### config.mk
export PLATFORM = sky130hd
export DESIGN_NAME = cache_lru
export DESIGN_NICKNAME = d
export VERILOG_FILES = /design/src/common/cache_pkg.sv /design/src/cache/cache_lru.sv
export SDC_FILE = /design/constraint.sdc
export NUM_CORES = 1
export LEC_CHECK = 0
export BUFFER_PORTS_ARGS = -buffer_cell sky130_fd_sc_hd__buf_2
export CORE_MARGIN = 3
export CORE_UTILIZATION = 60
export CTS_BUF_LIST = sky130_fd_sc_hd__clkbuf_4 sky130_fd_sc_hd__clkbuf_8
export CTS_CLUSTER_SIZE = 14
export DETAILED_ROUTE_END_ITERATION = 12
export HOLD_SLACK_MARGIN = 0.12
export PLACE_DENSITY = 0.77
export SYNTH_ARGS = -nofsm -noshare
export SYNTH_HDL_FRONTEND = slang
export SYNTH_SLANG_ARGS = --single-unit
### constraint.sdc
create_clock -name clk -period 8.4 [get_ports clk]
set_input_delay 1.68 -clock clk [delete_from_list [all_inputs] [get_ports clk]]
set_output_delay 1.68 -clock clk [all_outputs]
set_load 0.005 [all_outputs]
### src/common/cache_pkg.sv
package cache_pkg;

    // ******************************
    // Widths and address split
    // ******************************

    localparam int DATA_W    = 32;
    localparam int ADDR_W    = 32;
    localparam int SET_BITS  = 4;
    localparam int WORD_BITS = 2;
    // Two byte-offset bits below the word select.
    localparam int TAG_BITS  = ADDR_W - SET_BITS - WORD_BITS - 2;

    typedef logic [DATA_W-1:0]    data_t;
    typedef logic [ADDR_W-1:0]    addr_t;
    typedef logic [SET_BITS-1:0]  index_t;
    typedef logic [WORD_BITS-1:0] word_t;
    typedef logic [TAG_BITS-1:0]  tag_t;

    // ******************************
    // APB request and response
    // ******************************

    typedef struct packed {
        addr_t paddr;
        logic  pwrite;
        data_t pwdata;
        logic  psel;
        logic  penable;
    } apb_req_t;

    typedef struct packed {
        data_t prdata;
        logic  pready;
        logic  pslverr;
    } apb_rsp_t;

    // ******************************
    // Way commands
    // ******************************

    // Same lookup goes to every way.
    typedef struct packed {
        index_t index;
        word_t  word;
        tag_t   tag;
    } way_lookup_t;

    typedef struct packed {
        logic  wr_data;
        data_t wdata;
        word_t word;
        logic  install;
        logic  set_dirty;
    } way_write_t;

endpackage

### src/cache/cache_lru.sv
module cache_lru #(
    parameter int NUM_WAYS = 4
) (
    input  logic                        clk,
    input  logic                        rst_n,
    input  cache_pkg::index_t           i_index,
    input  logic [NUM_WAYS-1:0]         i_valid,
    input  logic                        i_touch,
    input  logic [$clog2(NUM_WAYS)-1:0] i_touch_way,
    output logic [$clog2(NUM_WAYS)-1:0] o_victim
);
    import cache_pkg::*;

    localparam int WAY_W = $clog2(NUM_WAYS);
    localparam int NSETS = 2 ** SET_BITS;

    logic [WAY_W-1:0] age_q [NSETS][NUM_WAYS];
    logic [WAY_W-1:0] touch_age;
    logic [WAY_W-1:0] oldest_age;
    logic             found_free;

    assign touch_age = age_q[i_index][i_touch_way];

    // Touched way becomes youngest. Ways not older than it age by one,
    // so ties left over from reset resolve into distinct ages.
    always_ff @(posedge clk or negedge rst_n) begin
        if (!rst_n) begin
            for (int s = 0; s < NSETS; s++) begin
                for (int w = 0; w < NUM_WAYS; w++) begin
                    age_q[s][w] <= '0;
                end
            end
        end else if (i_touch) begin
            for (int w = 0; w < NUM_WAYS; w++) begin
                if (WAY_W'(w) == i_touch_way) begin
                    age_q[i_index][w] <= '0;
                end else if (age_q[i_index][w] <= touch_age) begin
                    age_q[i_index][w] <= age_q[i_index][w] + 1'b1;
                end
            end
        end
    end

    // Lowest free way first, then the oldest.
    always_comb begin
        found_free = 1'b0;
        oldest_age = '0;
        o_victim   = '0;
        for (int w = 0; w < NUM_WAYS; w++) begin
            if (!i_valid[w] && !found_free) begin
                found_free = 1'b1;
                o_victim   = WAY_W'(w);
            end
        end
        if (!found_free) begin
            for (int w = 0; w < NUM_WAYS; w++) begin
                if (age_q[i_index][w] > oldest_age) begin
                    oldest_age = age_q[i_index][w];
                    o_victim   = WAY_W'(w);
                end
            end
        end
    end

endmodule

# Word-level counts from Yosys, hierarchy flattened
# Cells that the tools add are included.
# classes
add_sub_neg	4
order_cmp	11
eq_ne	3
muxes	47
n_bitwise	10
reduce_logical	10
# ops
op	count
$mux W128	11
$and A128 B128 Y128	4
$bwmux W128	4
$not A128 Y128	4
$demux W8 S4	4
$bmux W8 S4	1
$mux W2	16
$mux W8	3
$add A2 B1 Y2 const B	4
$le A2 B2 Y1	4
$gt A2 B2 Y1	3
$mux W6	1
$ge A5 B5 Y1 const B	1
$logic_not A1 Y1	5
$lt A5 B1 Y1 const B	1
$mux W1	5
$not A4 Y5	1
$bmux W2 S2	1
$eq A2 B2 Y1 const A	2
$logic_and A1 B1 Y1	4
$mux W4	1
$ge A3 B3 Y1 const B	1
$not A2 Y3	1
$eq A1 B2 Y1 const A	1
2 further kinds	2
# word_totals
regBits	128
input_bits	13
output_inout_bits	2

# Logic depth before layout (Yosys ltp)
# depth
word_depth	22
depth_mapped	24
mapped_depth_nobuf	21

# Worst setup path before layout
# Ideal clock, no wire load.
# synth_path
path_kind	input -> output
startpoint	in i_index[2]
endpoint	out o_victim[0]
t_arrival_ns	5.733
path_slack_ns	0.987
cell_stages	23
n_path_buf	3
path_cell_list	buf_2 -> buf_1 -> buf_1 -> nand3_1 -> nand3_1 -> inv_1 -> ha_1 -> nand2b_1 -> ha_1 -> nor2_1 -> a2bb2oi_1 -> mux4_2 -> inv_1 -> ha_1 -> inv_1 -> o22ai_1 -> mux2i_1 -> ha_1 -> nand2_1 -> o21ai_0 -> nand3_1 -> o21ai_0 -> a21boi_0
# synth_via
elab_chain_len	16
# synth_lines
element	line_no	source
from (decl)	cache_lru.sv:6	input cache_pkg::index_t i_index,
$not A4 Y5 (*)	--	
$bmux W8 S4 (*)	--	
$mux W8 (implied by the code) (*) (2 in a row)	cache_lru.sv:57	if (age_q[i_index][w] > oldest_age) begin
$gt A2 B1 Y1	cache_lru.sv:57	
$mux W2	cache_lru.sv:57	
$mux W2	cache_lru.sv:55	if (!found_free) begin
$gt A2 B2 Y1	cache_lru.sv:57	
$mux W2	cache_lru.sv:57	
$mux W2	cache_lru.sv:55	
$gt A2 B2 Y1	cache_lru.sv:57	
$mux W2	cache_lru.sv:57	
$mux W2	cache_lru.sv:55	
$gt A2 B2 Y1	cache_lru.sv:57	
$mux W2 (*)	cache_lru.sv:57	
$mux W2 (*)	cache_lru.sv:55	
to (decl)	cache_lru.sv:10	output logic [$clog2(NUM_WAYS)-1:0] o_victim
# Mark *: on every way between the ends. The rest lies on a longest branch, timed or not. The select of a mux whose other input is x is not followed.

# Final worst setup path
# layout_path
startpoint	in i_index[3]
endpoint	out o_victim[0]
# Same word-level chain as after synthesis.

==> results.md <==
* RSZ-0062 raised after global routing: no
* Seq. cell area at 3200 sq um
* Multi-input gate area at 3510 sq um
* Die area at 12800 sq um
* Layout cells sized above 1 at 0.228
* Worst Hold Class: reg2reg
* H-tree depth at 4
* Routed WL at roughly 17 mm
* Final ANT Viol Nets at 0
* Die Ht at between 100 and 150 um
* Setup crit start kind: input pin
* Area share of xor/xnor cells in the synthesized design at 0.00760
* CP Capture Type: primary output
* CP Max Fanout at 17
* WP data arrival at between 6000 and 7000 ps
* Data required, critical path at between 6000 and 7000 ps
* TritonCTS Buffers at 17
* Routed length per instance at around 23 um
* Clk sink count at 128
* Vias in the first global route at 5209
* Site Rows at 38
* Tcrit/Tclk final at 0.953
* Synth area leader: dfrtp_1
* Antenna violations before repair at 0
* Status: finished, final reports clean
* Synth top area cells: dfrtp_1 46%, mux2_2 8.0%, mux4_2 6.8%
* Final core occ at 0.678
* Iteration-0 DRC Markers at 519
* Clk pin slew, worst setup/hold paths at around 70 ps
* Pin count of the biggest net entering global routing at 66
* Post-route DRC at 0
* Overflow after GRT at 0
* Top reg by flops: age_q
* Latest clock arrival within the worst-skew pair at 450 ps
* Synth Register Bits at 128
* Pwr/cell area at approximately 340 nW/um^2
* Synth Area per Inst at between 10 and 15 sq um
* Largest family of logic cells by synthesized area: multiplexers
* Regs by FF count: age_q x128
* RD Place Congestion at around 0.92
* Drt pass-1 iters at 7
* Post-synth EDFFs at 0
* Slew headroom at 0.203
* Final Hold Fails at 0
* Clk_skew at ~11 ps
* Root Buffer: clkbuf_8
* Max-cap violations at 0
* Vias at between 5000 and 6000
* Mux share of post-synthesis cell area at 0.232
* Critical path class: in2out
* Slew @ Worst Pin at about 1200 ps
* Detailed placer's ending HPWL at between 10 and 15 mm
* Post-Synth Simple-Gate Area at 0.113
* FFs w/ async S/R, synth at 1.00
* CTS Buffer Depth at 2
* Ant diodes at 0
* Core region area at about 11000 sq um
* Yosys Warn Count at 0
* Fillers at 815
* Synth Net Count at around 600
* Nets at about 630
* Synth cell types at 53
* First-pass GRT wire length at 28.0 mm
* Finish-stage setup viols at 0
* Max Freq at roughly 120 MHz
* Fin Setup TNS at 0 ps
* Post-CTS Setup Bufs at 0
* P&R area growth vs syn at 8.26%
* Static Leak at about 3.4 nW
* Fin. max-slew vios at 0
* Top-area cell type share of the netlist area at 0.464
* Synth Instances at 582
* CTS tree: done
* Synth Cell Area at 6910 sq um
* Vias per cell at 6.70
* Max reg flops at about 130
* Adder-Cell Fraction of Synth Area at 0.0308
* Total GRT Usage at 0.289
* Seq/Total Area, Yosys at 0.464
* Compound-Gate Fraction of Synth Area at 0.124
* Ys flop type: dfrtp_1
* DIE WIDTH at about 110 um
* Io pins at 15
* Hold_ws at roughly 490 ps
* Final min period at roughly 8000 ps
* Port buffer count at 14
* Initial Util at 0.626
* Maximum vdd drop at roughly 0.21 mV
## area by class of cell
class                      instances  area share
clock buffer                      24      0.0391
clock inverter                     7      0.0147
inverter                          10     0.00502
multi-input combinational        416       0.469
sequential                       128       0.428
tap                              140      0.0234
timing repair buffer              24      0.0201
## cells by family (layout without fill, tap and decap cells)
logic type / count (synthesis) / count (layout)
simple gates: 168 / 168
flops: 128 / 128
compound gates: 118 / 118
mux: 107 / 107
buf+inv: 38 / 65
fa+ha+maj: 17 / 17
xor+xnor: 6 / 6
## report_power, final
part / leakage [nW] / internal (mW) / total, mW / switching (mW)
combinational: 1.48 / 0.448 / 1.06 / 0.613
clock: 0.215 / 0.317 / 0.542 / 0.224
sequential: 1.69 / 0.843 / 0.971 / 0.127
total: 3.38 / 1.61 / 2.57 / 0.965
## synthesized netlist by cell type, drive strengths merged, types with 2 or more instances
library cell	count
and2	5
o2bb2ai	7
nor3	9
dfrtp	128
nor2	27
o211ai	4
o22ai	3
xnor2	6
nand3	19
a32o	8
nand3b	2
clkbuf	9
o21ai	46
a22o	34
buf	19
mux2i	20
nand2	84
mux2	54
nor2b	9
mux4	33
o21a	2
o41ai	5
inv	10
ha	17
nand2b	8
## critical path: stages
cell,delay [ps]
clkbuf_4,250
mux4_1,570
mux2i_1,220
mux2i_1,190
inv_1,130
ha_1,160
nand2b_1,140
ha_1,250
nor2_1,160
a2bb2oi_2,200
mux4_2,540
inv_1,90
ha_1,140
inv_1,40
o22ai_1,280
mux2i_1,290
ha_1,180
nor2b_1,40
o21ai_0,230
nand3_1,100
o21ai_0,170
a21boi_0,120
buf_2,140
## layer usage
metal	share of wire	GRT usage	vias to the layer above	routed length [um]
li1	-	-	2213	-
met1	0.42	0.392	2537	7230
met2	0.47	0.451	225	8130
met3	0.078	0.0668	47	1350
met4	0.033	0.123	0	570
met5	0	0	-	0
## cell usage in the layout (no fill, tap or decap), drive strengths merged, types with 2 or more instances in the layout
cell,Yosys,layout
a22o,34,34
o41ai,5,5
nand2b,8,8
ha,17,17
nand3,19,19
nor2b,9,9
a32o,8,8
clkbuf,9,25
o21ai,46,46
and2,5,5
nor2,27,27
o2bb2ai,7,7
o22ai,3,3
buf,19,23
mux4,33,33
o211ai,4,4
o21a,2,2
inv,10,10
mux2,54,54
xnor2,6,6
bufinv,0,3
nand3b,2,2
nor3,9,9
dfrtp,128,128
nand2,84,84
clkinv,0,4
mux2i,20,20
## worst paths after layout
check	slack (ps)	startpoint	cells past startpoint	end
setup / recovery	400	i_index[3]	23	o_victim[0]
setup reg to reg	4010	age_q[67]$_DFFE_PN0P_	11	age_q[73]$_DFFE_PN0P_
hold reg to reg	490	age_q[42]$_DFFE_PN0P_	2	age_q[42]$_DFFE_PN0P_
min in group asynchronous	1310	rst_n	1	age_q[80]$_DFFE_PN0P_
max in group asynchronous	5790	rst_n	2	age_q[14]$_DFFE_PN0P_
hold / removal	490	age_q[42]$_DFFE_PN0P_	2	age_q[42]$_DFFE_PN0P_
## repair_timing
action                     4_1_cts  5_1_grt
resized for setup                0        2
hold buffers                     0        0
setup endpoints to repair        0        1
## stage by stage
step	setup WS [ps]	total power, mW	area, sq um	std cells
after floorplan	987	1.73	6910	582
after CTS	303	2.57	7470	749
after detailed placement	301	2.02	7070	718
after global placement	663	1.96	7070	718
final	395	2.57	7480	749
after global routing	69.1	2.74	7480	749
Power figures use the tool's default switching activity.
