File: src/common/cache_pkg.sv
package cache_pkg;

    // ******************************
    // Widths and address split
    // ******************************

    localparam int DATA_W    = 32;
    localparam int ADDR_W    = 32;
    localparam int SET_BITS  = 4;
    localparam int WORD_BITS = 2;
    // Two byte-offset bits below the word select.
    localparam int TAG_BITS  = ADDR_W - SET_BITS - WORD_BITS - 2;

    typedef logic [DATA_W-1:0]    data_t;
    typedef logic [ADDR_W-1:0]    addr_t;
    typedef logic [SET_BITS-1:0]  index_t;
    typedef logic [WORD_BITS-1:0] word_t;
    typedef logic [TAG_BITS-1:0]  tag_t;

    // ******************************
    // APB request and response
    // ******************************

    typedef struct packed {
        addr_t paddr;
        logic  pwrite;
        data_t pwdata;
        logic  psel;
        logic  penable;
    } apb_req_t;

    typedef struct packed {
        data_t prdata;
        logic  pready;
        logic  pslverr;
    } apb_rsp_t;

    // ******************************
    // Way commands
    // ******************************

    // Same lookup goes to every way.
    typedef struct packed {
        index_t index;
        word_t  word;
        tag_t   tag;
    } way_lookup_t;

    typedef struct packed {
        logic  wr_data;
        data_t wdata;
        word_t word;
        logic  install;
        logic  set_dirty;
    } way_write_t;

endpackage

File: src/cache/cache_way.sv
module cache_way (
    input  logic                   clk,
    input  logic                   rst_n,
    input  cache_pkg::way_lookup_t i_lookup,
    input  cache_pkg::way_write_t  i_write,
    output logic                   o_hit,
    output logic                   o_valid,
    output logic                   o_dirty,
    output cache_pkg::tag_t        o_tag,
    output cache_pkg::data_t       o_rdata
);
    import cache_pkg::*;

    localparam int NSETS  = 2 ** SET_BITS;
    localparam int NWORDS = 2 ** WORD_BITS;

    logic [NSETS-1:0] valid_q;
    logic [NSETS-1:0] dirty_q;
    tag_t             tag_q  [NSETS];
    data_t            data_q [NSETS][NWORDS];

    index_t idx;

    assign idx = i_lookup.index;

    // Line state, cleared by reset.
    always_ff @(posedge clk or negedge rst_n) begin
        if (!rst_n) begin
            valid_q <= '0;
            dirty_q <= '0;
        end else begin
            if (i_write.install) begin
                valid_q[idx] <= 1'b1;
                dirty_q[idx] <= 1'b0;
            end else if (i_write.set_dirty) begin
                dirty_q[idx] <= 1'b1;
            end
        end
    end

    // Tag and data arrays.
    always_ff @(posedge clk) begin
        if (i_write.install) begin
            tag_q[idx] <= i_lookup.tag;
        end
        if (i_write.wr_data) begin
            data_q[idx][i_write.word] <= i_write.wdata;
        end
    end

    // Asynchronous read at the looked-up set.
    assign o_valid = valid_q[idx];
    assign o_dirty = dirty_q[idx];
    assign o_tag   = tag_q[idx];
    assign o_rdata = data_q[idx][i_lookup.word];
    assign o_hit   = valid_q[idx] && (tag_q[idx] == i_lookup.tag);

endmodule

File: config.mk
export PLATFORM = sky130hd
export DESIGN_NAME = cache_way
export DESIGN_NICKNAME = d
export VERILOG_FILES = /design/src/common/cache_pkg.sv /design/src/cache/cache_way.sv
export SDC_FILE = /design/constraint.sdc
export NUM_CORES = 2
export LEC_CHECK = 0
export BUFFER_PORTS_ARGS = -buffer_cell sky130_fd_sc_hd__buf_4
export CORE_MARGIN = 5
export CORE_UTILIZATION = 45
export CTS_CLUSTER_DIAMETER = 60
export CTS_CLUSTER_SIZE = 16
export DETAILED_ROUTE_END_ITERATION = 12
export PLACE_DENSITY = 0.67
export REMOVE_ABC_BUFFERS = 1
export SYNTH_ARGS = -nofsm -noshare
export SYNTH_HDL_FRONTEND = slang
export SYNTH_SLANG_ARGS = --single-unit
File: constraint.sdc
create_clock -name clk -period 5.2 [get_ports clk]
set_input_delay 0.78 -clock clk [delete_from_list [all_inputs] [get_ports clk]]
set_output_delay 0.78 -clock clk [all_outputs]
set_load 0.01 [all_outputs]
# --- Yosys cells after proc, flatten, opt, wreduce, memory -nomap -nowiden ---
# Memories as Yosys holds them, arrays and structs flattened.
# Cells that the tools add are included.
word_totals:
  out_inout_bits: 59
  register_bits: 32
  ramBits: 2432
  memories: 2
  inputBits: 69
  wordCells: 37
classes:
  n_reduce_logical: 4
  n_bitwise: 6
  n_eq_ne: 1
  n_mux: 17
  order_cmp: 5
mem_list:
  columns: ["name", "depth", "word_bits", "read_ports", "rd_clocked_by_memory_dff", "wr", "line_no", "rtl"]
  rows:
  - ["data_q", 16, 128, 1, 0, 1, "cache_way.sv:20", "data_t data_q [NSETS][NWORDS];"]
  - ["tag_q", 16, 24, 1, 0, 1, "cache_way.sv:19", "tag_t tag_q [NSETS];"]
ops:
  columns: ["cell", "count"]
  rows:
  - ["$mux 128", 1]
  - ["$mux 32", 3]
  - ["$bmux 32 s2", 1]
  - ["$demux 32 s2", 1]
  - ["$mux 16", 2]
  - ["$or 16x16->16", 2]
  - ["$eq 24x24->1", 1]
  - ["$and 16x16->16", 1]
  - ["$not 16->16", 1]
  - ["$bmux 1 s4", 2]
  - ["$ge 3x3->1 const B", 2]
  - ["$mux 1", 6]
  - ["$not 2->3", 2]
  - ["$lt 4x5->1 const B", 1]
  - ["$demux 1 s4", 1]
  - ["$ge 4x1->1 const B", 1]
  - ["$logic_and 1x1->1", 3]
  - ["$lt 3x1->1 const B", 1]
  - ["$reduce_bool 2->1", 1]

# --- Logic depth before layout (Yosys ltp) ---
depth:
  ltp_word: 7
  ltp_mapped: 12
  depth_no_buf: 7

# --- Worst setup path before layout ---
# Ideal clock, no wire load.
synth_path:
  path_type: "input-to-reg"
  start: "input port i_lookup[29] (netlist bit)"
  end: "memory data_q[11][65] (netlist bit), enable pin"
  slack_ns: 1.184
  setup_ns: 0.421
  t_arrival_ns: 3.595
  cell_stages: 7
  path_buffers: 4
  required_ns: 4.779
  path_cell_list: "buf_2 buf_2 buf_1 nor2b_1 clkbuf_1 nand2_1 nor2_1"
synth_rtl:
  columns: ["item", "line_no", "rtl"]
  rows:
  - ["from (decl)", "cache_way.sv:4", "input cache_pkg::way_lookup_t i_lookup,"]
  - ["to (decl)", "cache_way.sv:20", null]
# Straight into the memory's write port.

# --- Final worst setup path ---
layout_path:
  start: "input port i_lookup[26] (netlist bit)"
  end: "output port o_hit"
layout_via:
  elab_chain_cells: 3
  word_cells_on_any_way: 5
  cone_classes: "eq/ne: 1; mux: 2; reduce/logical: 1; memory: 1"
layout_lines:
  columns: ["item", "line_no", "rtl"]
  rows:
  - ["$mem_v2 16x24 / $bmux 1 s4 (equally long branches)", null, null]
  - ["$eq 24x24->1 / $mux 1 (equally long branches)", "cache_way.sv:56", "assign o_hit = valid_q[idx] && (tag_q[idx] == i_lookup.tag);"]
  - ["$logic_and 1x1->1 (*)", "cache_way.sv:56", null]
  - ["to (decl)", "cache_way.sv:6", "output logic o_hit,"]
# Every way passes the cells marked *; elsewhere a longest branch is shown, timed or not. The select of a mux whose other input is x is not followed.

==> impl_metrics.yaml <==
global_route:
  antenna_found_initial: 25
  grt_start_max_net_pins: 71
  grt_use_total_pct: 20.2
  grt-ovfl-total: 0
  grt_pass1_vias: 43600
  grt_first_pass_wirelength_um: 319000
cells_and_area:
  design_area_um2: 106000
  drive_above_1_share_pct: 33.4
  area_delta_synth_final_pct: 11.7
  layout.cells.non_filler: 6968
  fill_cells: 16100
  layout.nets: 4173
clock_network:
  clock_sinks: 2464
  numCtsBuffers: 180
  clkTransAtPathRegs_ns: 0.07
  cts_resized: 0
  ctsLongestPathBuffers: 3
  cts_root_buffer: "clkbuf_16"
  cts_tree: "done"
  insertion_delay_ns: 0.83
  htreeDepth: 4
timing:
  finalCritPeriodShare_pct: 90.6
  rsz0062_at_grt: "no"
  period_minus_slack_ns: 4.71
  finClkSkew_ns: 0
  fmaxAchievable_mhz: 212
  setup_viol: 0
  hold_violations: 0
  timing.hold.ws_ns: 0.265
  max_slew_margin_pct: 26.4
  tns_ns: 0
  tightest_slew_ns: 1.10
  slew_violations: 0
synth:
  synth_cells: 3826
  yosys_warnings: 0
  synth-seq-area-share_pct: 78.1
  ys.flop_type: "edfxtp_1"
  ys_types: 55
  synth_area_per_cell_um2: 24.7
  synth-seq-cells: 2464
  synth_edf_count: 2432
  synth_area_um2: 94600
  async_flop_share_pct: 1.30
power_and_ir_drop:
  p_per_area_nw_per_um2: 354
  leakagePower_nw: 32.4
  ir_drop_mv: 0.323
setup_path:
  critical_path.max_stage_delay_ns: 0.55
  r2r_cells: 1
  worst-r2r-setup-slack_ns: 4.41
  arrival_ns: 3.93
  rr_startpoint: "valid_q[15]"
  start_kind: "input port"
  cp.required_ns: 4.42
  worstPathMaxFanout: 38
  cp-startpoint: "i_lookup[26]"
  crit_path_end_kind: "output port"
  crit_end: "o_hit"
  cp_slowest_cell: "mux4_2"
  timing.rr.end: "valid_q[15]"
  worstPathCellList: "buf_8 -> buf_4 -> mux4_2 -> mux2i_1 -> mux2i_1 -> xor2_1 -> nor4_1 -> buf_4 -> nand4_1 -> and4bb_1 -> buf_4"
  worst_path_most_repeated_cell: "buf_4"
  critPathKind: "input port to output port"
drt:
  drt_iter0_markers: 5311
  wl_per_cell_um: 31.7
  wl_met3_um: 19400
  routed-via-count: 42700
  drc_errors: 0
  top_layer: "met5"
  met1_length_um: 89500
  wl_met2_um: 107000
  drt-total-wl_um: 221000
  ant_nets: 0
  dr.pass1.iters: 5
  detail_route.vias_per_cell: 6.12
placed_design:
  hpwl_um: 124000
  place.port_buffers: 127
  placed_cell_area_um2: 101000
  place_congestion: 0.764
  place_inst: 6726
die:
  dieArea_um2: 219000
  boundaryPins: 128
  initial_core_util_pct: 45.2
  rows: 168
  coreArea_um2: 209000
  die_w_um: 468
  die_h_um: 468
worst_hold_path:
  hold_class: "input port to register"
status:
  status: "completed"
flow_run:
  drv_cap: 0
## how the worst min path moves through the flow
stage	startpoint	to	depth (start not counted)	slack, ns
6_report	i_lookup[7]	tag_q[2][7]	1	0.26
5_1_grt	i_lookup[7]	tag_q[9][7]	1	0.23
4_1_cts	i_lookup[7]	tag_q[2][7]	1	0.20
3_5_place_dp	valid_q[11]	valid_q[11]	1	0.45
3_3_place_gp	valid_q[14]	valid_q[14]	1	0.44
2_1_floorplan	valid_q[10]	valid_q[10]	1	0.43
## cell usage after synthesis, types with 6 or more instances
cell type | n | area, um^2
xor2_1 | 17 | 149
buf_4 | 10 | 75.1
edfxtp_1 | 2432 | 73000
inv_1 | 7 | 26.3
nor2b_1 | 6 | 37.5
nand3_1 | 9 | 45.0
and3_1 | 17 | 106
xnor2_1 | 13 | 114
buf_2 | 101 | 505
mux2_2 | 10 | 113
or2_2 | 16 | 100
dfrtp_1 | 32 | 801
a31oi_1 | 16 | 100
nor2_1 | 91 | 342
mux2i_1 | 75 | 751
nand2_1 | 35 | 131
a22oi_1 | 16 | 120
a21oi_1 | 9 | 45.0
buf_1 | 32 | 120
mux4_2 | 764 | 17200
o21ai_0 | 7 | 35.0
clkbuf_1 | 61 | 229
## timing repair
action,in CTS,in global routing
hold buffers,1,0
buffers inserted,0,0
endpoints found under the hold margin,32,0
setup endpoints to repair,0,0
## cells in the final DEF (no fill, tap or decap), drive strengths merged, types with 9 or more instances in the layout
| master | n |
|---|---|
| clkbuf | 197 |
| mux2 | 10 |
| mux2i | 75 |
| nand3 | 9 |
| a21oi | 9 |
| edfxtp | 2432 |
| xor2 | 17 |
| a22oi | 16 |
| nand2 | 35 |
| inv | 18 |
| clkinv | 25 |
| buf | 300 |
| nor2 | 92 |
| and3 | 17 |
| dfrtp | 32 |
| xnor2 | 13 |
| a31oi | 16 |
| mux4 | 764 |
| or2 | 16 |
## power by group
| part | switching, mW | internal [mW] |
|---|---|---|
| Combinational | 1.32 | 0.994 |
| Sequential | 0.0615 | 22.0 |
| Clock | 6.54 | 6.47 |
## per-layer routing
metal,GRT usage [%],vias to the layer above
met5,0,-
met4,4.27,6
met3,3.79,306
met2,32.4,2036
met1,29.5,23300
li1,-,17000
## cell type report
| type | instances | area [um^2] | area share [%] |
|---|---|---|---|
| Multi-Input combinational cell | 1149 | 20300 | 19.2 |
| Clock buffer | 197 | 4630 | 4.39 |
| Clock inverter | 41 | 444 | 0.421 |
| Sequential cell | 2464 | 73800 | 69.9 |
| Antenna cell | 3 | 7.51 | 0.00711 |
| Timing Repair Buffer | 301 | 2870 | 2.72 |
| Inverter | 8 | 30.0 | 0.0284 |
| Tap cell | 2805 | 3510 | 3.32 |
## through the flow
stage          power [mW]  setup WS [ns]  util, %
3_3_place_gp         24.8          0.402     48.0
4_1_cts              37.7          0.426     50.4
6_report             37.4          0.489     50.4
3_5_place_dp         24.9          0.450     48.0
5_1_grt              38.6          0.273     50.4
2_1_floorplan        23.5           1.58        -
## critical path: cells and delay by family
family / cells / cell delay (ns)
xor+xnor: 1 / 0.17
buf+inv: 4 / 1.14
mux: 3 / 0.82
simple gates: 3 / 0.81
## registers in the layout, summed over array words and instances, names as in the netlist, named ones only
register  flops
valid_q      16
tag_q       384
data_q     2048
## cell families (layout without fill, tap and decap cells)
family	Yosys count	count (layout)	share of synthesized area [%]
flops	2464	2464	78.1
xor+xnor	30	30	0.278
mux	849	849	19.1
buf+inv	213	547	1.03
other cells	0	3	0
compound gates	75	75	0.565
simple gates	195	195	0.959
No activity file was read; power rests on OpenSTA's default activity.
