`src/common/cache_pkg.sv`:
```
package cache_pkg;

    // ******************************
    // Widths and address split
    // ******************************

    localparam int DATA_W    = 32;
    localparam int ADDR_W    = 32;
    localparam int SET_BITS  = 4;
    localparam int WORD_BITS = 2;
    // Two byte-offset bits below the word select.
    localparam int TAG_BITS  = ADDR_W - SET_BITS - WORD_BITS - 2;

    typedef logic [DATA_W-1:0]    data_t;
    typedef logic [ADDR_W-1:0]    addr_t;
    typedef logic [SET_BITS-1:0]  index_t;
    typedef logic [WORD_BITS-1:0] word_t;
    typedef logic [TAG_BITS-1:0]  tag_t;

    // ******************************
    // APB request and response
    // ******************************

    typedef struct packed {
        addr_t paddr;
        logic  pwrite;
        data_t pwdata;
        logic  psel;
        logic  penable;
    } apb_req_t;

    typedef struct packed {
        data_t prdata;
        logic  pready;
        logic  pslverr;
    } apb_rsp_t;

    // ******************************
    // Way commands
    // ******************************

    // Same lookup goes to every way.
    typedef struct packed {
        index_t index;
        word_t  word;
        tag_t   tag;
    } way_lookup_t;

    typedef struct packed {
        logic  wr_data;
        data_t wdata;
        word_t word;
        logic  install;
        logic  set_dirty;
    } way_write_t;

endpackage

```
`src/cache/cache_ctrl.sv`:
```
module cache_ctrl #(
    parameter int NUM_WAYS = 4
) (
    input  logic                                 clk,
    input  logic                                 rst_n,
    input  cache_pkg::apb_req_t                  i_cpu,
    output cache_pkg::apb_rsp_t                  o_cpu,
    output cache_pkg::apb_req_t                  o_mem,
    input  cache_pkg::apb_rsp_t                  i_mem,
    output cache_pkg::way_lookup_t               o_lookup,
    output cache_pkg::way_write_t [NUM_WAYS-1:0] o_write,
    input  logic [NUM_WAYS-1:0]                  i_hit,
    input  logic [NUM_WAYS-1:0]                  i_valid,
    input  logic [NUM_WAYS-1:0]                  i_dirty,
    input  cache_pkg::tag_t [NUM_WAYS-1:0]       i_tag,
    input  cache_pkg::data_t [NUM_WAYS-1:0]      i_rdata,
    output logic                                 o_lru_touch,
    output logic [$clog2(NUM_WAYS)-1:0]          o_lru_way,
    input  logic [$clog2(NUM_WAYS)-1:0]          i_victim
);
    import cache_pkg::*;

    localparam int    WAY_W     = $clog2(NUM_WAYS);
    localparam word_t LAST_WORD = '1;

    typedef enum logic [2:0] {
        IDLE,
        LOOKUP,
        WRITEBACK,
        REFILL,
        RESPOND
    } state_t;

    state_t           state_q;
    logic [WAY_W-1:0] way_q;
    word_t            cnt_q;
    logic             penable_q;
    logic             pready_q;
    logic             pslverr_q;

    addr_t addr_q;
    logic  write_q;
    data_t wdata_q;
    data_t rdata_q;

    index_t           req_index;
    tag_t             req_tag;
    word_t            req_word;
    logic             aligned;
    logic             any_hit;
    logic             beat_done;
    logic             cpu_setup;
    logic [WAY_W-1:0] hit_way;
    logic [WAY_W-1:0] cmd_way;
    way_write_t       cmd;

    assign req_word  = addr_q[2 +: WORD_BITS];
    assign req_index = addr_q[2 + WORD_BITS +: SET_BITS];
    assign req_tag   = addr_q[ADDR_W-1 -: TAG_BITS];
    assign aligned   = (addr_q[1:0] == 2'b00);
    assign any_hit   = |i_hit;
    assign beat_done = penable_q && i_mem.pready;
    assign cpu_setup = i_cpu.psel && !i_cpu.penable;

    always_comb begin
        hit_way = '0;
        for (int w = 0; w < NUM_WAYS; w++) begin
            if (i_hit[w]) begin
                hit_way = WAY_W'(w);
            end
        end
    end

    // ******************************
    // Control FSM
    // ******************************

    always_ff @(posedge clk or negedge rst_n) begin
        if (!rst_n) begin
            state_q   <= IDLE;
            way_q     <= '0;
            cnt_q     <= '0;
            penable_q <= 1'b0;
            pready_q  <= 1'b0;
            pslverr_q <= 1'b0;
        end else begin
            case (state_q)
                IDLE: begin
                    if (cpu_setup) begin
                        state_q <= LOOKUP;
                    end
                end
                LOOKUP: begin
                    if (!aligned) begin
                        pslverr_q <= 1'b1;
                        pready_q  <= 1'b1;
                        state_q   <= RESPOND;
                    end else if (any_hit) begin
                        pready_q <= 1'b1;
                        state_q  <= RESPOND;
                    end else begin
                        // Miss. Victim dirty means write-back first.
                        way_q   <= i_victim;
                        cnt_q   <= '0;
                        state_q <= (i_valid[i_victim] && i_dirty[i_victim]) ? WRITEBACK : REFILL;
                    end
                end
                WRITEBACK, REFILL: begin
                    if (!penable_q) begin
                        penable_q <= 1'b1;
                    end else if (i_mem.pready) begin
                        penable_q <= 1'b0;
                        cnt_q     <= cnt_q + 1'b1;
                        if (cnt_q == LAST_WORD) begin
                            // Refilled line is looked up again and then hits.
                            state_q <= (state_q == WRITEBACK) ? REFILL : LOOKUP;
                        end
                    end
                end
                RESPOND: begin
                    pready_q  <= 1'b0;
                    pslverr_q <= 1'b0;
                    state_q   <= IDLE;
                end
                default: begin
                    state_q <= IDLE;
                end
            endcase
        end
    end

    // Request and read data registers.
    always_ff @(posedge clk) begin
        if (state_q == IDLE && cpu_setup) begin
            addr_q  <= i_cpu.paddr;
            write_q <= i_cpu.pwrite;
            wdata_q <= i_cpu.pwdata;
        end
        if (state_q == LOOKUP) begin
            rdata_q <= i_rdata[hit_way];
        end
    end

    assign o_cpu.prdata  = rdata_q;
    assign o_cpu.pready  = pready_q;
    assign o_cpu.pslverr = pslverr_q;

    // ******************************
    // Ways, LRU and memory port
    // ******************************

    assign o_lookup.index = req_index;
    assign o_lookup.tag   = req_tag;
    assign o_lookup.word  = (state_q == WRITEBACK) ? cnt_q : req_word;

    always_comb begin
        cmd     = '0;
        cmd_way = way_q;
        if (state_q == LOOKUP) begin
            cmd_way = hit_way;
            if (aligned && any_hit && write_q) begin
                cmd.wr_data   = 1'b1;
                cmd.wdata     = wdata_q;
                cmd.word      = req_word;
                cmd.set_dirty = 1'b1;
            end
        end else if (state_q == REFILL && beat_done) begin
            cmd.wr_data = 1'b1;
            cmd.wdata   = i_mem.prdata;
            cmd.word    = cnt_q;
            cmd.install = (cnt_q == LAST_WORD);
        end
        for (int w = 0; w < NUM_WAYS; w++) begin
            o_write[w] = (cmd_way == WAY_W'(w)) ? cmd : '0;
        end
    end

    // One touch per completed aligned access.
    assign o_lru_touch = (state_q == LOOKUP) && aligned && any_hit;
    assign o_lru_way   = hit_way;

    always_comb begin
        o_mem         = '0;
        o_mem.psel    = (state_q == WRITEBACK) || (state_q == REFILL);
        o_mem.penable = penable_q;
        o_mem.pwrite  = (state_q == WRITEBACK);
        if (state_q == WRITEBACK) begin
            o_mem.paddr  = {i_tag[way_q], req_index, cnt_q, 2'b00};
            o_mem.pwdata = i_rdata[way_q];
        end else begin
            o_mem.paddr = {req_tag, req_index, cnt_q, 2'b00};
        end
    end

endmodule

```
`config.mk`:
```
export PLATFORM = sky130hd
export DESIGN_NAME = cache_ctrl
export DESIGN_NICKNAME = d
export VERILOG_FILES = /design/src/common/cache_pkg.sv /design/src/cache/cache_ctrl.sv
export SDC_FILE = /design/constraint.sdc
export NUM_CORES = 1
export LEC_CHECK = 0
export ABC_CLOCK_PERIOD_IN_PS = 12500
export BUFFER_PORTS_ARGS = -buffer_cell sky130_fd_sc_hd__buf_4
export CORE_AREA = 2 2 246 248
export CTS_CLUSTER_DIAMETER = 60
export CTS_CLUSTER_SIZE = 25
export DETAILED_ROUTE_END_ITERATION = 10
export DIE_AREA = 0 0 248 250
export GPL_ROUTABILITY_DRIVEN = 1
export GPL_TIMING_DRIVEN = 0
export REMOVE_ABC_BUFFERS = 1
export SLEW_MARGIN = 10
export SYNTH_ARGS = -nofsm -noshare
export SYNTH_HDL_FRONTEND = slang
export SYNTH_SLANG_ARGS = --single-unit
```
`constraint.sdc`:
```
create_clock -name clk -period 12.5 [get_ports clk]
set_input_delay 1.25 -clock clk [delete_from_list [all_inputs] [get_ports clk]]
set_output_delay 1.25 -clock clk [all_outputs]
set_load 0.05 [all_outputs]
```
# Word-level counts from Yosys, hierarchy flattened
# Index checks and enable logic that the tools add are counted.
[word_totals] inputBits=341 word_cells=102 ff_bits=107
[classes] n_bitwise=1 eq_ne=16 n_addsub=1 magnitude_cmp=3 muxes=48 n_reduce_logical=23
[ops] op="two-way mux 37 bit" count=4
[ops] op="binary-select mux 32 bit (select 2 bit)" count=2
[ops] op="two-way mux 32 bit" count=4
[ops] op="two-way mux 35 bit" count=2
[ops] op="binary-select mux 24 bit (select 2 bit)" count=1
[ops] op="two-way mux 36 bit" count=1
[ops] op="two-way mux 24 bit" count=1
[ops] op="two-way mux 2 bit" count=9
[ops] op="two-way mux 3 bit" count=6
[ops] op="!= test 2 bit, second input constant" count=7
[ops] op="two-way mux 1 bit" count=12
[ops] op="logical AND 1 bit" count=9
[ops] op="less-than comparator 2 x 3 -> 1 bit, second input constant" count=3
[ops] op="one-hot mux 3 bit (3 select lines)" count=1
[ops] op="equality test 2 bit, second input constant" count=3
[ops] op="equality test 3 x 2 -> 1 bit, second input constant" count=2
[ops] op="AND reduction 5 bit" count=1
[ops] op="binary-select mux 1 bit (select 2 bit)" count=2
[ops] op="logical NOT 2 bit" count=2
[ops] op="one-hot mux 1 bit (2 select lines)" count=2
[ops] op="one-hot mux 2 bit (2 select lines)" count=1
[ops] op="AND reduction 2 bit" count=2
[ops] op="AND reduction 4 bit" count=1
[ops] op="nonzero test 2 bit" count=2
[ops] op="other kinds (12)" count=12

# Depth between registers and ports, before layout
# Gate-level depths: netlist (run 1).
[depth] depth_word=7 depth_mapped=9 ltp_nobuf=5

# Worst setup path before layout (run 1)
# OpenSTA, ideal clock, no wires.
[synth_timing] kind="input to register" from="input port i_cpu[0] (netlist bit)" to="register addr_q[0], enable pin" arrival_ps=7551 required_ps=11852 n_path_buf=0 stages=2 path_slack_ps=4301 path_cell_list="nand2b_1 > nor4_1"
[synth_via] elab_chain_len=3
[synth_rtl] element="start, declared" line_no="cache_ctrl.sv:6" text="input cache_pkg::apb_req_t i_cpu,"
[synth_rtl] element="logical NOT 1 bit" line_no="cache_ctrl.sv:63" text="assign cpu_setup = i_cpu.psel && !i_cpu.penable;"
[synth_rtl] element="logical AND 1 bit" line_no="cache_ctrl.sv:63"
[synth_rtl] element="logical AND 1 bit" line_no="cache_ctrl.sv:134" text="if (state_q == IDLE && cpu_setup) begin"
[synth_rtl] element="end signal, assigned" line_no="cache_ctrl.sv:135" text="addr_q <= i_cpu.paddr;"
[synth_rtl] element="end, declared" line_no="cache_ctrl.sv:41" text="addr_t addr_q;"
# Every way passes these cells.
# A chain may end at the register's enable or synchronous reset.

==> reports/qor.yml, run 1 <==
vias: 8159
synth_area_sq_um: 8090
core_sq_um: 59570
hp-class: "register to register"
critPathMaxStageDelay_ps: 580
ctsResizeCount: 0
cts_root_buffer: "clkbuf_16"
fin_crit_ps: 4922
r2r_cells: 10
io_pins: 623
hold_viol_final: 0
via_per_inst: 3.953
die_area_sq_um: 62000
place_hpwl_um: 29370
post-route-period-util_pct: 39.38
synth_cells: 730
htreeDepth: 3
dp_cells: 2050
synth-seq-area-share_pct: 39.10
drt_first_iter_violations: 464
clock_path_buffers: 2
power_leakage_nw: 6.219
setup_violations: 0
antenna_left: 0
final_cell_mix: "buf_4 (627), nor2_1 (186), edfxtp_1 (97), mux4_2 (57), nand2_1 (45)"
worst_slack_ps: 7578
p_per_area_nw_per_um2: 167.0
yosys-top-cells-area: "edfxtp_1 (36%), mux4_2 (16%), nor2_1 (8.6%)"
crit_family: "buffers and inverters"
critPathBufInv: 3
globalRouteOverflowTotal: 0
portBuffers: 619
synth_top_area_share_pct: 36.00
synthToLayoutAreaGrowth_pct: 69.22
status: "complete, no violations"
fillers: 6407
grt_pass1_vias: 8029
worstHoldPathCells: 2
drv_slew: 0
synth_cell_type_count: 41
hp-start: "pready_q$_DFFE_PN0P_"
drt-total-wl_um: 35840
postCtsHoldBufs: 0
worst_pin_slew_ps: 1130
ys_ff_latch: 107
layout.nets: 1621
ir_worst_vdd_mv: 0.1651
gp_congestion: 0.8801
r2r-end: "addr_q[14]$_DFFE_PP_"
cts_buffers: 9
start_util_pct: 13.58
crit_chain: "buf_4 > nor4_2 > and4b_4 > buf_16 > a22oi_4 > nor2_1 > buf_4"
synth_warnings: 0
diodes: 0
numClockSinks: 107
clock_latency_ps: 390
layout_commonest_cell: "buf_4"
skew_ps: 16.40
max_slew_margin_pct: 24.68
grt_max_degree: 69
cp-start-kind: "input port"
crit_type: "input port to primary output"
rows: 90
r2r_slack_ps: 9120
max_freq_mhz: 203.2
drive_gt1_share_pct: 60.53
timing.hold.ws_ps: 531.9
die_h_um: 250
grt_setup_unrepaired: "no"
fp.dieW_um: 248
crit_required_ps: 11250
grt_first_pass_wirelength_um: 49800
stdcell_area_sq_um: 13690
max_cap_viol_count: 0
avgSynthCellArea_sq_um: 11.08
track_usage_pct: 10.88
detail_route.wl_per_cell_um: 17.36
crit_top_cell: "buf_4"
final_cells: 2064
clk_pin_slew_ps: 70
place_ws_ps: 7680
r2r_start: "state_q[0]$_DFFE_PN0P_"
tritoncts: "built"
p_total_mw: 2.287
antenna_found_initial: 2
cp-end-kind: "primary output"
cp_data_arrival_time_ps: 3670
post_cts_buffers: 0
synth_area_leader_cell: "edfxtp_1"
drc_errors: 0
cp_slowest_cell: "buf_4"
dr.pass1.iters: 5
critPathMaxFanout: 68
post_dp_cell_area_sq_um: 13410
min_to: "pready_q$_DFFE_PN0P_"
worst register-to-register path: cells and delay by family (launching register included):
kind	cells	cell delay [ps]
DFF	1	470
and+or+nand+nor	1	750
buffers and inverters	9	1890
synth_stat cells (all sizes together):
| master | number |
|---|---|
| and2 | 33 |
| or3b | 1 |
| edfxtp | 97 |
| a41oi | 1 |
| mux2i | 32 |
| inv | 3 |
| nand2 | 45 |
| mux4 | 57 |
| or2b | 1 |
| nand3 | 6 |
| nor3 | 3 |
| o21ai | 35 |
| clkbuf | 24 |
| nor4 | 3 |
| nand2b | 3 |
| dfrtp | 10 |
| clkinv | 1 |
| a21oi | 37 |
| nor3b | 2 |
| a31oi | 2 |
| ha | 1 |
| nor2b | 1 |
| a211oi | 1 |
| nor2 | 187 |
| and2b | 1 |
| a21o | 1 |
| conb | 1 |
| mux2 | 28 |
| buf | 75 |
| a22oi | 34 |
| and4b | 2 |
| nand3b | 2 |
layer usage:
metal	GRT usage [%]	vias up	part of all wire [%]
li1	-	3710	-
met5	0	-	0.028
met3	3.097	47	8.4
met1	12.03	3963	37
met2	18.97	437	50
met4	5.218	2	3.7
per-stage QoR:
stage / setup TNS [ps] / util (%)
floorplan: 0 / -
global placement: -15860 / 21.97
detailed placement: 0 / 22.51
CTS: 0 / 22.98
global route: 0 / 22.98
finish: 0 / 22.98
flip-flops by register name (all words and copies together) (netlist names):
register,flops
penable_q,1
way_q,2
rdata_q,32
addr_q,32
state_q,3
wdata_q,32
pslverr_q,1
write_q,1
pready_q,1
cnt_q,2
report_power, final:
part           switching (mW)  internal, mW  total [mW]  leakage [nW]
clock network           0.152         0.154       0.306         0.131
registers              0.0521         0.463       0.515         0.998
logic                   0.961         0.504        1.47          5.09
total                    1.17          1.12        2.29          6.22
kinds of logic (layout without fill, tap and decap cells):
family | after synthesis | count (layout) | share of synthesized area, %
adder cells (fa/ha/maj) | 1 | 1 | 0.1546
AO/OA/AOI/OAI | 111 | 111 | 13.39
buffers and inverters | 103 | 654 | 8.150
other | 1 | 2 | 0.04635
multiplexers | 117 | 117 | 23.72
AND/OR/NAND/NOR | 290 | 290 | 15.43
flip-flops | 107 | 107 | 39.10
how the worst max path moves through the flow:
stage              from  cells after the start              endpoint  slack (ps)
6_report       i_hit[2]                      7          o_write[146]        7580
5_1_grt        i_hit[1]                      7           o_write[80]        7480
4_1_cts        i_hit[1]                      7          o_write[146]        7680
3_5_place_dp   i_hit[1]                      7          o_write[146]        7680
3_3_place_gp   i_cpu[0]                      3  addr_q[10]$_DFFE_PP_        -270
2_1_floorplan  i_cpu[0]                      2   addr_q[0]$_DFFE_PP_        4300
area by class of cell:
cell class | count | area (sq um) | share of cell area, %
clock inverters | 4 | 53.80 | 0.3930
clock buffers | 10 | 229.0 | 1.672
inverters | 4 | 27.53 | 0.2011
flip-flops and latches | 107 | 3171 | 23.16
well taps | 782 | 978.4 | 7.147
repair buffers | 636 | 4917 | 35.92
multi-input cells | 521 | 4314 | 31.51
Note: power is estimated with default switching activity, not from simulation.
==> run 2, diff against run 1 <==
--- a/config.mk
+++ b/config.mk
@@ -5,13 +5,13 @@
 export SDC_FILE = /design/constraint.sdc
 export NUM_CORES = 1
 export LEC_CHECK = 0
-export ABC_CLOCK_PERIOD_IN_PS = 12500
+export ABC_CLOCK_PERIOD_IN_PS = 4000
 export BUFFER_PORTS_ARGS = -buffer_cell sky130_fd_sc_hd__buf_4
-export CORE_AREA = 2 2 246 248
+export CORE_AREA = 2 2 241 243
 export CTS_CLUSTER_DIAMETER = 60
 export CTS_CLUSTER_SIZE = 25
 export DETAILED_ROUTE_END_ITERATION = 10
-export DIE_AREA = 0 0 248 250
+export DIE_AREA = 0 0 243 245
 export GPL_ROUTABILITY_DRIVEN = 1
 export GPL_TIMING_DRIVEN = 0
 export REMOVE_ABC_BUFFERS = 1
==> constraint.sdc (replaced) <==
create_clock -name clk -period 4 [get_ports clk]
set_input_delay 0.4 -clock clk [delete_from_list [all_inputs] [get_ports clk]]
set_output_delay 0.4 -clock clk [all_outputs]
set_load 0.05 [all_outputs]
==> reports/qor.yml, run 2 (synthesis results as in run 1) <==
clock_path_buffers: 2
stdcell_area_sq_um: 13710
start_util_pct: 14.18
cp-start-kind: "register"
ctsResizeCount: 0
post-route-period-util_pct: 90.87
grt_setup_unrepaired: "no"
grt_pass1_vias: 8185
cp-end-kind: "primary output"
crit_type: "register to primary output"
numClockSinks: 107
hp-class: "input port to register"
io_pins: 623
p_per_area_nw_per_um2: 523.8
core_sq_um: 57030
power_leakage_nw: 6.241
max_freq_mhz: 275.1
detail_route.wl_per_cell_um: 17.16
antenna_found_initial: 1
drc_errors: 0
status: "complete, no violations"
layout_commonest_cell: "buf_4"
grt_max_degree: 69
dp_cells: 2033
post_dp_cell_area_sq_um: 13390
portBuffers: 619
tritoncts: "built"
crit_required_ps: 3600
ir_worst_vdd_mv: 0.3634
layout.nets: 1622
max_cap_viol_count: 0
post_cts_buffers: 0
synthToLayoutAreaGrowth_pct: 69.52
final_cell_mix: "buf_4 (624), nor2_1 (186), edfxtp_1 (97), mux4_2 (57), nand2_1 (45)"
drt_first_iter_violations: 438
rows: 88
final_cells: 2050
critPathMaxFanout: 40
fillers: 6118
grt_first_pass_wirelength_um: 50100
fp.dieW_um: 243
globalRouteOverflowTotal: 0
gp_congestion: 0.8952
die_h_um: 245
drt-total-wl_um: 35180
fin_crit_ps: 3635
max_slew_margin_pct: 20.94
reg_top3: "addr_q x32, rdata_q x32, wdata_q x32"
place_hpwl_um: 28680
cts_root_buffer: "clkbuf_16"
vias: 8132
dr.pass1.iters: 5
antenna_left: 0
clock_latency_ps: 380
cp_data_arrival_time_ps: 3230
worst_pin_slew_ps: 1186
cts_buffers: 9
via_per_inst: 3.967
drv_slew: 0
track_usage_pct: 11.25
drive_gt1_share_pct: 60.44
die_area_sq_um: 59540
skew_ps: 11.53
htreeDepth: 3
clk_pin_slew_ps: 80
setup_violations: 0
hold_viol_final: 0
## run 2: changes by cell type in the layout (fill, tap and decap cells not counted)
cell / previous run / this run
buf_2: 1 / 4
buf_4: 627 / 624
buf_12: 2 / 0
buf_16: 6 / 8
bufinv_16: 1 / 2
clkinv_1: 0 / 1
clkinv_4: 1 / 0
diode_2: 0 / 1
dlygate4sd3_1: 0 / 1
## run 2: area by class of cell
type	instances	area (sq um)	share of cell area [%]
Multi-Input combinational cell	521	4314	31.46
Sequential cell	107	3171	23.12
Tap cell	765	957.2	6.979
Timing Repair Buffer	637	4935	35.98
Clock inverter	5	78.83	0.5748
Clock buffer	10	229.0	1.670
Inverter	4	27.53	0.2007
Antenna cell	1	2.502	0.01825
## run 2: where the power goes
group	switching (mW)	leakage, nW	internal [mW]
logic	2.99	5.10	1.59
registers	0.155	0.998	1.45
clock network	0.459	0.142	0.545
## run 2: metal layers
layer | track usage [%] | wire length (um)
met1 | 13.03 | 13360
met2 | 18.97 | 17610
met3 | 3.127 | 2872
met4 | 5.810 | 1333
met5 | 0 | 0
## run 2: what timing repair did
action / in CTS / in global routing
setup endpoints to repair: 0 / 0
hold buffers: 1 / 0
hold endpoints to repair: 10 / 0
## run 2: worst max-delay path: stages (launching register included)
cell and delay (ps):
dfrtp_1 480, or3b_1 600, clkinv_8 260, and4b_4 480, buf_16 290, a22oi_4 110
nor2_1 310, buf_4 270
## run 2: through the flow
stage          hold WS [ps]  utilization, %  power (mW)  setup slack, ps  TNS (ps)
5_1_grt               147.4           24.05       7.528            193.7         0
3_3_place_gp          234.7           22.91       6.092            -6591   -660520
3_5_place_dp          238.3           23.48       6.233            500.5         0
6_report              185.8           24.05       7.184            365.2         0
2_1_floorplan         104.4               -       4.606            -3361   -292080
4_1_cts               137.2           24.04       7.292            369.2         0
## run 2: worst paths after layout
check,startpoint,endpoint,slack [ps],cells after the start
setup reg to reg,state_q[0]$_DFFE_PN0P_,addr_q[22]$_DFFE_PP_,650,10
setup / recovery,state_q[1]$_DFFE_PN0P_,o_write[128],370,7
max in group asynchronous,rst_n,way_q[0]$_DFFE_PN0P_,3430,2
hold / removal,i_cpu[53],addr_q[18]$_DFFE_PP_,190,1
min in group asynchronous,rst_n,pslverr_q$_DFFE_PN0P_,410,2
hold reg to reg,pslverr_q$_DFFE_PN0P_,pslverr_q$_DFFE_PN0P_,510,2
